**config.mk**
```make
export PLATFORM = sky130hd
export DESIGN_NAME = w5500_tx_top
export DESIGN_NICKNAME = d
export VERILOG_FILES = /design/src/common/w5500_pkg.sv /design/src/logic/w5500_tx_top.sv /design/src/spi/spi_shifter.sv /design/src/sequencer/frame_sequencer.sv /design/src/logic/payload_fifo.sv
export SDC_FILE = /design/constraint.sdc
export NUM_CORES = 1
export LEC_CHECK = 0
export ABC_AREA = 0
export BUFFER_PORTS_ARGS = -buffer_cell sky130_fd_sc_hd__buf_2
export CORE_MARGIN = 1.5
export CORE_UTILIZATION = 50
export DETAILED_ROUTE_END_ITERATION = 8
export MAX_ROUTING_LAYER = met4
export PLACE_DENSITY = 0.67
export SETUP_SLACK_MARGIN = 0.05
export SKIP_LAST_GASP = 1
export SYNTH_ARGS = -nofsm -noshare
export SYNTH_HDL_FRONTEND = slang
export SYNTH_SLANG_ARGS = --single-unit
```
**constraint.sdc**
```tcl
create_clock -name clk -period 15.4 [get_ports clk]
set_input_delay 2.31 -clock clk [delete_from_list [all_inputs] [get_ports clk]]
set_output_delay 2.31 -clock clk [all_outputs]
set_load 0.05 [all_outputs]
```
**src/common/w5500_pkg.sv**
```systemverilog
`default_nettype none

package w5500_pkg;

    // Frame geometry
    localparam int PAYLOAD_BITS = 64;
    localparam int PAYLOAD_BYTES = PAYLOAD_BITS / 8;
    localparam int HEADER_BITS = 24;
    localparam int FRAME_BITS = HEADER_BITS + PAYLOAD_BITS;
    localparam int FRAME_LEN_BITS = $clog2(FRAME_BITS + 1);
    localparam int CMD_BITS = 32;

    typedef logic [PAYLOAD_BITS-1:0] payload_t;
    typedef logic [FRAME_BITS-1:0] frame_t;
    typedef logic [FRAME_LEN_BITS-1:0] frame_len_t;
    typedef logic [7:0] byte_t;
    typedef logic [15:0] ptr_t;

    localparam int FIFO_DEPTH = 4;
    localparam int FIFO_ADDR_BITS = $clog2(FIFO_DEPTH);

    // 31 register writes before the first status read
    localparam int SETUP_STEPS = 31;

    // Block select plus read/write bit, variable length mode
    typedef enum logic [7:0] {
        CTRL_COMMON_WRITE = 8'h04,
        CTRL_S0_READ      = 8'h08,
        CTRL_S0_WRITE     = 8'h0C,
        CTRL_S0_TX_WRITE  = 8'h14
    } ctrl_t;

    typedef enum logic [2:0] {
        SEQ_SETUP,
        SEQ_POLL,
        SEQ_IDLE,
        SEQ_PUSH,
        SEQ_PTR_LO,
        SEQ_PTR_HI,
        SEQ_SEND
    } seq_state_t;

    localparam logic [47:0] MAC_ADDR = 48'hAA_AF_FA_CC_E3_1C;
    localparam logic [31:0] LOCAL_IP = {8'd192, 8'd168, 8'd10, 8'd194};
    localparam logic [31:0] GATEWAY_IP = {8'd192, 8'd168, 8'd10, 8'd1};
    localparam logic [31:0] SUBNET_MASK = {8'd255, 8'd255, 8'd255, 8'd0};
    localparam logic [15:0] SRC_PORT = 16'd2390;
    localparam logic [31:0] DST_IP = {8'd192, 8'd168, 8'd10, 8'd0};
    localparam logic [15:0] DST_PORT = 16'd2390;

    localparam byte_t SOCK_UDP = 8'h22;
    localparam byte_t S0_BUF_KB = 8'd16;

    // Common register block
    localparam logic [15:0] REG_PHYCFGR = 16'h002E;
    localparam logic [15:0] REG_SHAR = 16'h0009;
    localparam logic [15:0] REG_SIPR = 16'h000F;
    localparam logic [15:0] REG_GAR = 16'h0001;
    localparam logic [15:0] REG_SUBR = 16'h0005;

    // Socket 0 register block
    localparam logic [15:0] REG_S0_MR = 16'h0000;
    localparam logic [15:0] REG_S0_CR = 16'h0001;
    localparam logic [15:0] REG_S0_SR = 16'h0003;
    localparam logic [15:0] REG_S0_PORT = 16'h0004;
    localparam logic [15:0] REG_S0_DIPR = 16'h000C;
    localparam logic [15:0] REG_S0_DPORT = 16'h0010;
    localparam logic [15:0] REG_S0_RXBUF_SIZE = 16'h001E;
    localparam logic [15:0] REG_S0_TXBUF_SIZE = 16'h001F;
    localparam logic [15:0] REG_S0_TX_WR_HI = 16'h0024;
    localparam logic [15:0] REG_S0_TX_WR_LO = 16'h0025;

    // 100 Mbit full duplex, autonegotiation off
    localparam byte_t PHY_MODE = 8'hD8;
    localparam byte_t S0_MODE_UDP = 8'h02;
    localparam byte_t CMD_OPEN = 8'h01;
    localparam byte_t CMD_SEND = 8'h20;

endpackage

`default_nettype wire
```
**src/logic/w5500_tx_top.sv**
```systemverilog
`default_nettype none

module w5500_tx_top (
    input  logic                clk,
    input  logic                rst_n,
    input  logic                tx_valid,
    input  w5500_pkg::payload_t tx_data,
    input  logic                miso,
    output logic                mosi,
    output logic                sclk,
    output logic                cs_n,
    output logic                init_done,
    output logic                overflow
);
    import w5500_pkg::*;

    payload_t   head;
    logic       empty;
    logic       pop;
    logic       start;
    frame_t     frame;
    frame_len_t frame_len;
    logic       done;
    byte_t      rd_byte;

    payload_fifo i_payload_fifo (
        .clk      (clk),
        .rst_n    (rst_n),
        .push     (tx_valid),
        .wdata    (tx_data),
        .pop      (pop),
        .head     (head),
        .empty    (empty),
        .overflow (overflow)
    );

    frame_sequencer i_frame_sequencer (
        .clk       (clk),
        .rst_n     (rst_n),
        .empty     (empty),
        .head      (head),
        .pop       (pop),
        .start     (start),
        .frame     (frame),
        .frame_len (frame_len),
        .done      (done),
        .rd_byte   (rd_byte),
        .init_done (init_done)
    );

    spi_shifter i_spi_shifter (
        .clk       (clk),
        .rst_n     (rst_n),
        .start     (start),
        .frame     (frame),
        .frame_len (frame_len),
        .done      (done),
        .rd_byte   (rd_byte),
        .sclk      (sclk),
        .mosi      (mosi),
        .cs_n      (cs_n),
        .miso      (miso)
    );

endmodule

`default_nettype wire

```
**src/spi/spi_shifter.sv**
```systemverilog
`default_nettype none

module spi_shifter (
    input  logic                  clk,
    input  logic                  rst_n,
    input  logic                  start,
    input  w5500_pkg::frame_t     frame,
    input  w5500_pkg::frame_len_t frame_len,
    output logic                  done,
    output w5500_pkg::byte_t      rd_byte,
    output logic                  sclk,
    output logic                  mosi,
    output logic                  cs_n,
    input  logic                  miso
);
    import w5500_pkg::*;

    logic       busy;
    frame_t     shreg;
    frame_len_t len_q;
    frame_len_t edge_cnt;
    logic       last_edge;

    // Falling edge after the final rising edge ends the frame
    assign last_edge = busy && sclk && (edge_cnt == len_q);

    always_ff @(posedge clk or negedge rst_n) begin
        if (!rst_n) begin
            busy <= 1'b0;
            sclk <= 1'b0;
            mosi <= 1'b0;
            cs_n <= 1'b1;
            done <= 1'b0;
            edge_cnt <= '0;
        end else begin
            done <= 1'b0;
            if (start) begin
                busy <= 1'b1;
                cs_n <= 1'b0;
                sclk <= 1'b0;
                mosi <= frame[FRAME_BITS-1];
                edge_cnt <= '0;
            end else if (busy) begin
                sclk <= ~sclk;
                if (!sclk) begin
                    edge_cnt <= edge_cnt + 1'b1;
                end else if (last_edge) begin
                    busy <= 1'b0;
                    cs_n <= 1'b1;
                    done <= 1'b1;
                    mosi <= 1'b0;
                end else begin
                    mosi <= shreg[FRAME_BITS-1];
                end
            end
        end
    end

    always_ff @(posedge clk) begin
        if (start) begin
            shreg <= frame << 1;
            len_q <= frame_len;
        end else if (busy && sclk && !last_edge) begin
            shreg <= shreg << 1;
        end
        // Sample miso as sclk rises, the slave drives it after the fall
        if (busy && !sclk) begin
            rd_byte <= {rd_byte[6:0], miso};
        end
    end

    a_no_start_while_busy: assert property (
        @(posedge clk) disable iff (!rst_n) start |-> !busy
    );

    a_cs_low_for_frame: assert property (
        @(posedge clk) disable iff (!rst_n) start |=> !cs_n until done
    );

endmodule

`default_nettype wire

```
**src/sequencer/frame_sequencer.sv**
```systemverilog
`default_nettype none

module frame_sequencer (
    input  logic                  clk,
    input  logic                  rst_n,
    input  logic                  empty,
    input  w5500_pkg::payload_t   head,
    output logic                  pop,
    output logic                  start,
    output w5500_pkg::frame_t     frame,
    output w5500_pkg::frame_len_t frame_len,
    input  logic                  done,
    input  w5500_pkg::byte_t      rd_byte,
    output logic                  init_done
);
    import w5500_pkg::*;

    seq_state_t          state;
    logic [4:0]          step;
    logic                in_flight;
    ptr_t                tx_ptr;
    payload_t            payload_q;
    logic [CMD_BITS-1:0] cmd;

    function automatic logic [CMD_BITS-1:0] setup_cmd(input logic [4:0] idx);
        logic [CMD_BITS-1:0] c;
        case (idx)
            5'd0:    c = {REG_PHYCFGR, CTRL_COMMON_WRITE, PHY_MODE};
            5'd1:    c = {REG_SHAR, CTRL_COMMON_WRITE, MAC_ADDR[47:40]};
            5'd2:    c = {REG_SHAR + 16'd1, CTRL_COMMON_WRITE, MAC_ADDR[39:32]};
            5'd3:    c = {REG_SHAR + 16'd2, CTRL_COMMON_WRITE, MAC_ADDR[31:24]};
            5'd4:    c = {REG_SHAR + 16'd3, CTRL_COMMON_WRITE, MAC_ADDR[23:16]};
            5'd5:    c = {REG_SHAR + 16'd4, CTRL_COMMON_WRITE, MAC_ADDR[15:8]};
            5'd6:    c = {REG_SHAR + 16'd5, CTRL_COMMON_WRITE, MAC_ADDR[7:0]};
            5'd7:    c = {REG_SIPR, CTRL_COMMON_WRITE, LOCAL_IP[31:24]};
            5'd8:    c = {REG_SIPR + 16'd1, CTRL_COMMON_WRITE, LOCAL_IP[23:16]};
            5'd9:    c = {REG_SIPR + 16'd2, CTRL_COMMON_WRITE, LOCAL_IP[15:8]};
            5'd10:   c = {REG_SIPR + 16'd3, CTRL_COMMON_WRITE, LOCAL_IP[7:0]};
            5'd11:   c = {REG_GAR, CTRL_COMMON_WRITE, GATEWAY_IP[31:24]};
            5'd12:   c = {REG_GAR + 16'd1, CTRL_COMMON_WRITE, GATEWAY_IP[23:16]};
            5'd13:   c = {REG_GAR + 16'd2, CTRL_COMMON_WRITE, GATEWAY_IP[15:8]};
            5'd14:   c = {REG_GAR + 16'd3, CTRL_COMMON_WRITE, GATEWAY_IP[7:0]};
            5'd15:   c = {REG_SUBR, CTRL_COMMON_WRITE, SUBNET_MASK[31:24]};
            5'd16:   c = {REG_SUBR + 16'd1, CTRL_COMMON_WRITE, SUBNET_MASK[23:16]};
            5'd17:   c = {REG_SUBR + 16'd2, CTRL_COMMON_WRITE, SUBNET_MASK[15:8]};
            5'd18:   c = {REG_SUBR + 16'd3, CTRL_COMMON_WRITE, SUBNET_MASK[7:0]};
            5'd19:   c = {REG_S0_MR, CTRL_S0_WRITE, S0_MODE_UDP};
            5'd20:   c = {REG_S0_RXBUF_SIZE, CTRL_S0_WRITE, S0_BUF_KB};
            5'd21:   c = {REG_S0_TXBUF_SIZE, CTRL_S0_WRITE, S0_BUF_KB};
            5'd22:   c = {REG_S0_PORT, CTRL_S0_WRITE, SRC_PORT[15:8]};
            5'd23:   c = {REG_S0_PORT + 16'd1, CTRL_S0_WRITE, SRC_PORT[7:0]};
            5'd24:   c = {REG_S0_CR, CTRL_S0_WRITE, CMD_OPEN};
            5'd25:   c = {REG_S0_DIPR, CTRL_S0_WRITE, DST_IP[31:24]};
            5'd26:   c = {REG_S0_DIPR + 16'd1, CTRL_S0_WRITE, DST_IP[23:16]};
            5'd27:   c = {REG_S0_DIPR + 16'd2, CTRL_S0_WRITE, DST_IP[15:8]};
            5'd28:   c = {REG_S0_DIPR + 16'd3, CTRL_S0_WRITE, DST_IP[7:0]};
            5'd29:   c = {REG_S0_DPORT, CTRL_S0_WRITE, DST_PORT[15:8]};
            default: c = {REG_S0_DPORT + 16'd1, CTRL_S0_WRITE, DST_PORT[7:0]};
        endcase
        return c;
    endfunction

    always_comb begin
        case (state)
            SEQ_POLL:   cmd = {REG_S0_SR, CTRL_S0_READ, 8'h00};
            SEQ_PTR_LO: cmd = {REG_S0_TX_WR_LO, CTRL_S0_WRITE, tx_ptr[7:0]};
            SEQ_PTR_HI: cmd = {REG_S0_TX_WR_HI, CTRL_S0_WRITE, tx_ptr[15:8]};
            SEQ_SEND:   cmd = {REG_S0_CR, CTRL_S0_WRITE, CMD_SEND};
            default:    cmd = setup_cmd(step);
        endcase
    end

    // Command frames sit in the top bits and go out first
    assign frame = (state == SEQ_PUSH) ? {tx_ptr, CTRL_S0_TX_WRITE, payload_q}
                                       : {cmd, {(FRAME_BITS - CMD_BITS){1'b0}}};
    assign frame_len = (state == SEQ_PUSH) ? frame_len_t'(FRAME_BITS)
                                           : frame_len_t'(CMD_BITS);

    assign start = !in_flight && (state != SEQ_IDLE);
    assign pop = (state == SEQ_IDLE) && !empty;

    always_ff @(posedge clk) begin
        if (pop) begin
            payload_q <= head;
        end
    end

    always_ff @(posedge clk or negedge rst_n) begin
        if (!rst_n) begin
            state <= SEQ_SETUP;
            step <= '0;
            in_flight <= 1'b0;
            tx_ptr <= '0;
            init_done <= 1'b0;
        end else begin
            if (start) begin
                in_flight <= 1'b1;
            end
            if (done) begin
                in_flight <= 1'b0;
                case (state)
                    SEQ_SETUP: begin
                        if (step == 5'(SETUP_STEPS - 1)) begin
                            state <= SEQ_POLL;
                        end else begin
                            step <= step + 5'd1;
                        end
                    end
                    SEQ_POLL: begin
                        // Socket not open yet, read the status again
                        if (rd_byte == SOCK_UDP) begin
                            state <= SEQ_IDLE;
                            init_done <= 1'b1;
                        end
                    end
                    SEQ_PUSH: begin
                        tx_ptr <= tx_ptr + ptr_t'(PAYLOAD_BYTES);
                        state <= SEQ_PTR_LO;
                    end
                    SEQ_PTR_LO: state <= SEQ_PTR_HI;
                    SEQ_PTR_HI: state <= SEQ_SEND;
                    SEQ_SEND:   state <= SEQ_IDLE;
                    default:    state <= state;
                endcase
            end else if (pop) begin
                state <= SEQ_PUSH;
            end
        end
    end

    a_pop_then_push: assert property (
        @(posedge clk) disable iff (!rst_n)
        pop |-> (state == SEQ_IDLE) ##1 (state == SEQ_PUSH && start)
    );

endmodule

`default_nettype wire

```
**src/logic/payload_fifo.sv**
```systemverilog
`default_nettype none

module payload_fifo (
    input  logic                clk,
    input  logic                rst_n,
    input  logic                push,
    input  w5500_pkg::payload_t wdata,
    input  logic                pop,
    output w5500_pkg::payload_t head,
    output logic                empty,
    output logic                overflow
);
    import w5500_pkg::*;

    payload_t                  mem [FIFO_DEPTH];
    logic [FIFO_ADDR_BITS-1:0] wr_ptr;
    logic [FIFO_ADDR_BITS-1:0] rd_ptr;
    logic [FIFO_ADDR_BITS:0]   count;
    logic                      full;
    logic                      wr_en;
    logic                      rd_en;

    assign empty = (count == '0);
    assign full = (count == (FIFO_ADDR_BITS + 1)'(FIFO_DEPTH));

    // A pop in the same cycle frees the slot for a push into a full FIFO
    assign wr_en = push && (!full || pop);
    assign rd_en = pop && !empty;
    assign overflow = push && full && !pop;

    assign head = mem[rd_ptr];

    always_ff @(posedge clk) begin
        if (wr_en) begin
            mem[wr_ptr] <= wdata;
        end
    end

    always_ff @(posedge clk or negedge rst_n) begin
        if (!rst_n) begin
            wr_ptr <= '0;
            rd_ptr <= '0;
            count <= '0;
        end else begin
            if (wr_en) begin
                wr_ptr <= wr_ptr + 1'b1;
            end
            if (rd_en) begin
                rd_ptr <= rd_ptr + 1'b1;
            end
            case ({wr_en, rd_en})
                2'b10:   count <= count + 1'b1;
                2'b01:   count <= count - 1'b1;
                default: count <= count;
            endcase
        end
    end

    a_no_pop_when_empty: assert property (
        @(posedge clk) disable iff (!rst_n) pop |-> !empty
    );

endmodule

`default_nettype wire

```
=== Word-level counts from Yosys, hierarchy flattened ===
Memories as Yosys holds them, arrays and structs flattened. A register that Yosys moved wholly into a read port is not among the register bits.
Cells that the tools add are included.

* Multiplexer cells: 36
* Equality and inequality tests: 17
* Reductions and logical operators: 33
* Add/sub/neg operators: 7
* Bitwise gates (word level): 2

{| class="wikitable"
|+ Operators by type and width
! cell !! count
|-
| 88-bit 2-to-1 mux || 3
|-
| 32-bit case mux with 4 select lines || 1
|-
| 7-bit 2-to-1 mux || 4
|-
| 1-bit 2-to-1 mux || 22
|-
| 3-bit case mux with 6 select lines || 1
|-
| 16-bit by 4-bit adder with 16-bit output (second input constant) || 1
|-
| 2-bit nonzero test || 7
|-
| 3-bit equality test (second input constant) || 4
|-
| 3-bit 2-to-1 mux || 4
|-
| 1-bit logical AND || 10
|-
| 3-bit AND reduction || 3
|-
| 8-bit by 6-bit equality test with 1-bit output (second input constant) || 1
|-
| 7-bit by 1-bit adder with 7-bit output (second input constant) || 1
|-
| 7-bit equality test || 1
|-
| 7-bit inequality test (second input constant) || 1
|-
| 3-bit by 2-bit equality test with 1-bit output (second input constant) || 2
|-
| 1-bit logical NOT || 6
|-
| 3-bit logical NOT || 2
|-
| 3-bit inequality test (second input constant) || 2
|-
| 3-bit case mux with 2 select lines || 1
|-
| 2-bit AND reduction || 3
|-
| 5-bit by 1-bit adder with 5-bit output (second input constant) || 1
|-
| 5-bit equality test (second input constant) || 1
|-
| 2-bit by 1-bit adder with 2-bit output (second input constant) || 2
|-
| 10 further kinds || 11
|}

* Memories kept: 2
* Input bits: 68
* Logic and storage cells: 114
* Memory bits (read-only): 480
* Register bits: 147
* Output and inout port bits: 5
* Memory bits (writable): 256

{| class="wikitable"
|+ Memory list
! memory !! words !! width !! rd ports !! clocked after Yosys merged registers in !! write ports !! RTL line !! source
|-
| (name not given) || 32 || 15 || 1 || 0 || 0 || frame_sequencer.sv:27 || <nowiki>case (idx)</nowiki>
|-
| i_payload_fifo.mem || 4 || 64 || 1 || 1 || 1 || payload_fifo.sv:15 || <nowiki>payload_t mem [FIFO_DEPTH];</nowiki>
|}

=== Depth between registers and ports, before layout ===
* Depth in word-level cells: 7
* Mapped depth: 10

=== Modules after synthesis ===
A second synthesis with hierarchy kept.

* Cells, all modules: 1058
* Area total of the unflattened synthesis: 19099.6 µm²

{| class="wikitable"
|+ By module, submodules not included
! module !! cells an instance !! sequential area each (µm²) !! times used !! area each (µm²)
|-
| payload_fifo || 372 || 7862.5 || 1 || 9664.3
|-
| frame_sequencer || 427 || 2497.4 || 1 || 4723.3
|-
| spi_shifter || 259 || 3364.5 || 1 || 4712.0
|}

=== Worst setup path after synthesis ===
Ideal clock, no wire load.

* Path kind: input -> output
* Start point: input tx_valid
* End point: output overflow
* Required time: 13090 ps
* Path buffers: 0
* Stages: 2
* Slack: 10090 ps
* Data arrival time: 3000 ps
* Cell sequence: inv_1 nor2_1

* Longest elaborated chain between the ends: 2

{| class="wikitable"
|+ RTL lines
! element !! RTL line !! source
|-
| start, declared || w5500_tx_top.sv:6 || <nowiki>input logic tx_valid,</nowiki>
|-
| 1-bit logical AND (2 in a row) || payload_fifo.sv:29 || <nowiki>assign overflow = push && full && !pop;</nowiki>
|-
| end, declared || w5500_tx_top.sv:13 || <nowiki>output logic overflow</nowiki>
|}

Every way passes these cells.

=== Final worst setup path ===
Same ends and word-level chain as after synthesis.

==> metrics.txt <==
# TYPE chip_impl_metric gauge
chip_impl_info{name="cell_chain_of_the_critical_path",value="buf_2, inv_1, nor2_1, buf_2"} 1
chip_impl_info{name="critical_path.reg2reg.startpoint",value="i_frame_sequencer.state[0]$_DFFE_PN0P_"} 1
chip_impl_metric{name="grtUsageTotal",unit="%"} 17.7
chip_impl_metric{name="crit_cells",unit=""} 4
chip_impl_metric{name="worst_path_fanout_max",unit=""} 2
chip_impl_metric{name="fillers",unit=""} 2693
chip_impl_metric{name="multi_input_area",unit="um^2"} 4160
chip_impl_info{name="netlist_top_cells_area",value="edfxtp_1 (69%), mux4_2 (8.1%), dfrtp_1 (5.7%)"} 1
chip_impl_info{name="crit_path_end_kind",value="output port"} 1
chip_impl_metric{name="number_of_endpoints_failing_setup_at_the_final_stage",unit=""} 0
chip_impl_info{name="critical_path.startpoint",value="tx_valid"} 1
chip_impl_info{name="critical_path.most_common_cell",value="buf_2"} 1
chip_impl_metric{name="share_of_async_settable_or_async_resettable_flops_after_synthesis",unit="%"} 9.15
chip_impl_metric{name="number_of_h_tree_levels",unit=""} 2
chip_impl_metric{name="placement.io_buffers",unit=""} 72
chip_impl_info{name="synth_most_common_cell",value="edfxtp_1"} 1
chip_impl_metric{name="cts_setup_buffers",unit=""} 0
chip_impl_info{name="rsz0062_at_grt",value="false"} 1
chip_impl_info{name="crit_family",value="buffers and inverters"} 1
chip_impl_metric{name="timing.critical_path.required",unit="ns"} 13.09
chip_impl_info{name="critPathKind",value="primary input to output port"} 1
chip_impl_metric{name="detail_route.wirelength",unit="mm"} 31.6
chip_impl_metric{name="grt_first_pass_wirelength",unit="mm"} 51.0
chip_impl_metric{name="yosysSeqAreaShare",unit="%"} 75.0
chip_impl_metric{name="drt_pass1_iterations",unit=""} 5
chip_impl_metric{name="syn-instance-count",unit=""} 987
chip_impl_metric{name="critPathMaxStageDelay",unit="ns"} 0.26
chip_impl_metric{name="areaGrowthSynthToFinish",unit="%"} 11.9
chip_impl_metric{name="antenna_left",unit=""} 0
chip_impl_metric{name="fmax",unit="GHz"} 0.197
chip_impl_metric{name="syn-num-nets",unit=""} 1071
chip_impl_metric{name="cts_num_sinks",unit=""} 459
chip_impl_metric{name="vdd.ir_drop.worst",unit="mV"} 0.0959
chip_impl_info{name="critical_path.endpoint",value="overflow"} 1
chip_impl_info{name="hold_path.class",value="flip-flop to flip-flop"} 1
chip_impl_info{name="post_synth_most_frequent_cells",value="edfxtp_1 (417), a22o_1 (66), mux4_2 (65), nor2_1 (44), dfrtp_1 (41)"} 1
chip_impl_metric{name="globalRoute.totalOverflow",unit=""} 0
chip_impl_info{name="crit_path_start_kind",value="primary input"} 1
chip_impl_metric{name="power_per_cell_area",unit="nW/um^2"} 136
chip_impl_metric{name="finClkSkew",unit="ns"} 0.0270
chip_impl_metric{name="comb_power_share",unit="%"} 6.4
chip_impl_metric{name="floorplan.initialDensity",unit="%"} 50.9
chip_impl_metric{name="power.share.switching",unit="%"} 21.6
chip_impl_metric{name="wl_per_cell",unit="um"} 20.2
chip_impl_metric{name="grt_start_max_net_pins",unit=""} 83
chip_impl_metric{name="final_layout_size_suffix_gt1_share",unit="%"} 21.1
chip_impl_metric{name="clockPowerShare",unit="%"} 37.5
chip_impl_metric{name="design.core.area",unit="um^2"} 35600
chip_impl_info{name="r2r-end",value="i_spi_shifter.shreg[60]$_DFFE_PP_"} 1
chip_impl_metric{name="clkTransAtPathRegs",unit="ns"} 0.06
chip_impl_metric{name="crit_buf_inv",unit=""} 3
chip_impl_metric{name="hold_violations",unit=""} 0
chip_impl_metric{name="timing.critical_path.arrival",unit="ns"} 2.77
chip_impl_metric{name="finalWeightedCongestion",unit=""} 0.851
chip_impl_metric{name="cts_hold_buf",unit=""} 0
chip_impl_metric{name="clock_latency_on_the_worst_skew_pair",unit="ns"} 0.56
chip_impl_metric{name="count_of_distinct_cell_types_in_the_synthesized_netlist",unit=""} 67
chip_impl_metric{name="power.internal",unit="mW"} 2.17
chip_impl_metric{name="number_of_antenna_violations_at_the_first_check_in_global_routing",unit=""} 4
chip_impl_metric{name="avgViaCountPerCell",unit=""} 5.72
chip_impl_metric{name="grt_pass1_vias",unit=""} 9060
chip_impl_metric{name="timing.final.crit_period",unit="ns"} 5.08
chip_impl_metric{name="hpwlAfterDp",unit="mm"} 17.4
chip_impl_metric{name="post-route-period-util",unit="%"} 33.0
chip_impl_metric{name="route.vias.total",unit=""} 8925
chip_impl_metric{name="reg2reg_setup_slack",unit="ns"} 11.81
chip_impl_metric{name="number_of_flops_mapped_to_enable_cells_by_yosys",unit=""} 417
chip_impl_metric{name="max-cap-violations",unit=""} 0
chip_impl_metric{name="seqCellArea",unit="um^2"} 13600
chip_impl_metric{name="reg2reg_depth",unit=""} 8
chip_impl_metric{name="mean_post_synth_cell_area",unit="um^2"} 18.3
chip_impl_metric{name="totalNegativeSetupSlack",unit="ns"} 0
chip_impl_metric{name="slew_viol_final",unit=""} 0
chip_impl_metric{name="drt_drc_violations_left",unit=""} 0
chip_impl_metric{name="postSynthRegisterBits",unit=""} 459
chip_impl_info{name="synth_top_area_cell",value="edfxtp_1"} 1
chip_impl_metric{name="yosys_warnings",unit=""} 0
chip_impl_metric{name="die_w",unit="um"} 193
chip_impl_info{name="tritoncts",value="built"} 1
chip_impl_metric{name="row_count",unit=""} 69
chip_impl_metric{name="detail_route.iter0.violations",unit=""} 746
chip_impl_info{name="synth_top_flop_cell",value="edfxtp_1"} 1
chip_impl_metric{name="cts_buffer_depth",unit=""} 3
chip_impl_info{name="crit_path_top_delay_cell",value="buf_2"} 1
chip_impl_metric{name="ioPinCount",unit=""} 73
chip_impl_metric{name="cts_resized",unit=""} 0
chip_impl_metric{name="mappedNetlistArea",unit="um^2"} 18100
chip_impl_info{name="status",value="complete, no violations"} 1
chip_impl_metric{name="switching_power",unit="uW"} 598
chip_impl_metric{name="worst-slew-pin-transition",unit="ns"} 1.10
chip_impl_metric{name="worst_slew_margin_rel",unit="%"} 26.3
chip_impl_metric{name="leakagePower",unit="nW"} 6.68
chip_impl_metric{name="cts_buffers",unit=""} 45
chip_impl_metric{name="yosysTopAreaCellShare",unit="%"} 69.2
chip_impl_metric{name="utilization",unit="%"} 57.0
chip_impl_metric{name="design.final.nets",unit=""} 1145
chip_impl_metric{name="seq_power_share",unit="%"} 56.0
chip_impl_info{name="clk_root_buffer_cell",value="clkbuf_16"} 1
chip_impl_metric{name="die_h",unit="um"} 193
chip_impl_metric{name="die-area",unit="um^2"} 37300
power by group through the flow:
stage	Combinational, mW	Clock (mW)	Sequential, mW
floorplan	0.111	0	1.57
global placement	0.180	0	1.57
detailed placement	0.184	0	1.58
CTS	0.185	1.06	1.55
global route	0.197	1.10	1.56
finish	0.178	1.04	1.55
worst reg2reg max path, stage by stage, from the launching register on:
cell and delay [ns]:
dfrtp_1 0.72, nor2_1 0.37, nand2_1 0.25, nand2_2 0.14, buf_4 0.76, inv_2 0.54, and3_1 0.34, a21oi_1 0.12
o31ai_1 0.09
state kept, by name, indices dropped and copies added (netlist names), 3 cells and up:
register                     cells
i_spi_shifter.shreg             87
i_spi_shifter.edge_cnt           7
i_frame_sequencer.tx_ptr        13
i_spi_shifter.rd_byte            8
i_frame_sequencer.payload_q     64
i_frame_sequencer.step           5
i_payload_fifo.count             3
i_frame_sequencer.state          3
i_payload_fifo.mem             256
cells in the final DEF, fill, tap and decap left out, types with 15 or more instances in the layout:
| master | count |
|---|---|
| clkbuf_16 | 45 |
| o21ai_0 | 19 |
| nor2_1 | 42 |
| inv_1 | 24 |
| mux4_2 | 65 |
| ha_1 | 15 |
| nand2_1 | 35 |
| a21oi_1 | 19 |
| buf_2 | 72 |
| dfrtp_1 | 39 |
| a22o_1 | 66 |
| xnor2_1 | 18 |
| edfxtp_1 | 417 |
routing by layer:
metal	up-vias	part of all wire, %	track usage (%)
li1	4112	-	-
met1	4572	46	24.7
met2	201	48	27.1
met3	40	4.6	3.17
met4	0	1.6	4.57
met5	-	0	-
kinds of logic (layout without fill, tap and decap cells):
| logic type | after synthesis | in the layout | synth area share (%) |
|---|---|---|---|
| compound gates | 168 | 168 | 7.21 |
| xor+xnor | 31 | 31 | 1.50 |
| fa+ha+maj | 16 | 16 | 1.15 |
| buf+inv | 82 | 190 | 2.16 |
| flops | 459 | 459 | 75.0 |
| mux | 70 | 70 | 8.38 |
| other cells | 0 | 4 | 0 |
| simple gates | 161 | 161 | 4.60 |
layout make-up:
type / count / area share (%)
inverter: 27 / 0.500
sequential: 459 / 67.0
multi-input combinational: 446 / 20.5
timing repair buffer: 82 / 2.15
antenna: 4 / 0.0494
clock buffer: 58 / 5.80
tap: 461 / 2.85
clock inverter: 23 / 1.08
through the flow:
stage | setup slack, ns | cell area (um^2) | hold slack [ns] | power, mW | cells
after global routing | 10.27 | 20300 | 0.461 | 2.86 | 1560
after floorplan | 10.09 | 18100 | 0.418 | 1.68 | 987
after CTS | 10.31 | 20200 | 0.445 | 2.80 | 1556
after global placement | 10.29 | 18900 | 0.428 | 1.75 | 1475
after detailed placement | 10.31 | 18900 | 0.442 | 1.76 | 1475
final | 10.32 | 20300 | 0.442 | 2.76 | 1560
how the worst min path moves through the flow:
| stage | start | endpoint | slack [ns] | cells after the start |
|---|---|---|---|---|
| 2_1_floorplan | i_spi_shifter.rd_byte[5]$_DFFE_PP_ | i_spi_shifter.rd_byte[6]$_DFFE_PP_ | 0.42 | 0 |
| 3_3_place_gp | i_spi_shifter.rd_byte[1]$_DFFE_PP_ | i_spi_shifter.rd_byte[2]$_DFFE_PP_ | 0.43 | 0 |
| 5_1_grt | i_spi_shifter.rd_byte[0]$_DFFE_PP_ | i_spi_shifter.rd_byte[1]$_DFFE_PP_ | 0.46 | 0 |
| 3_5_place_dp | i_spi_shifter.rd_byte[0]$_DFFE_PP_ | i_spi_shifter.rd_byte[1]$_DFFE_PP_ | 0.44 | 0 |
| 6_report | i_spi_shifter.rd_byte[0]$_DFFE_PP_ | i_spi_shifter.rd_byte[1]$_DFFE_PP_ | 0.44 | 0 |
| 4_1_cts | i_spi_shifter.rd_byte[0]$_DFFE_PP_ | i_spi_shifter.rd_byte[1]$_DFFE_PP_ | 0.45 | 0 |
Note: power is estimated with default switching activity, not from simulation.
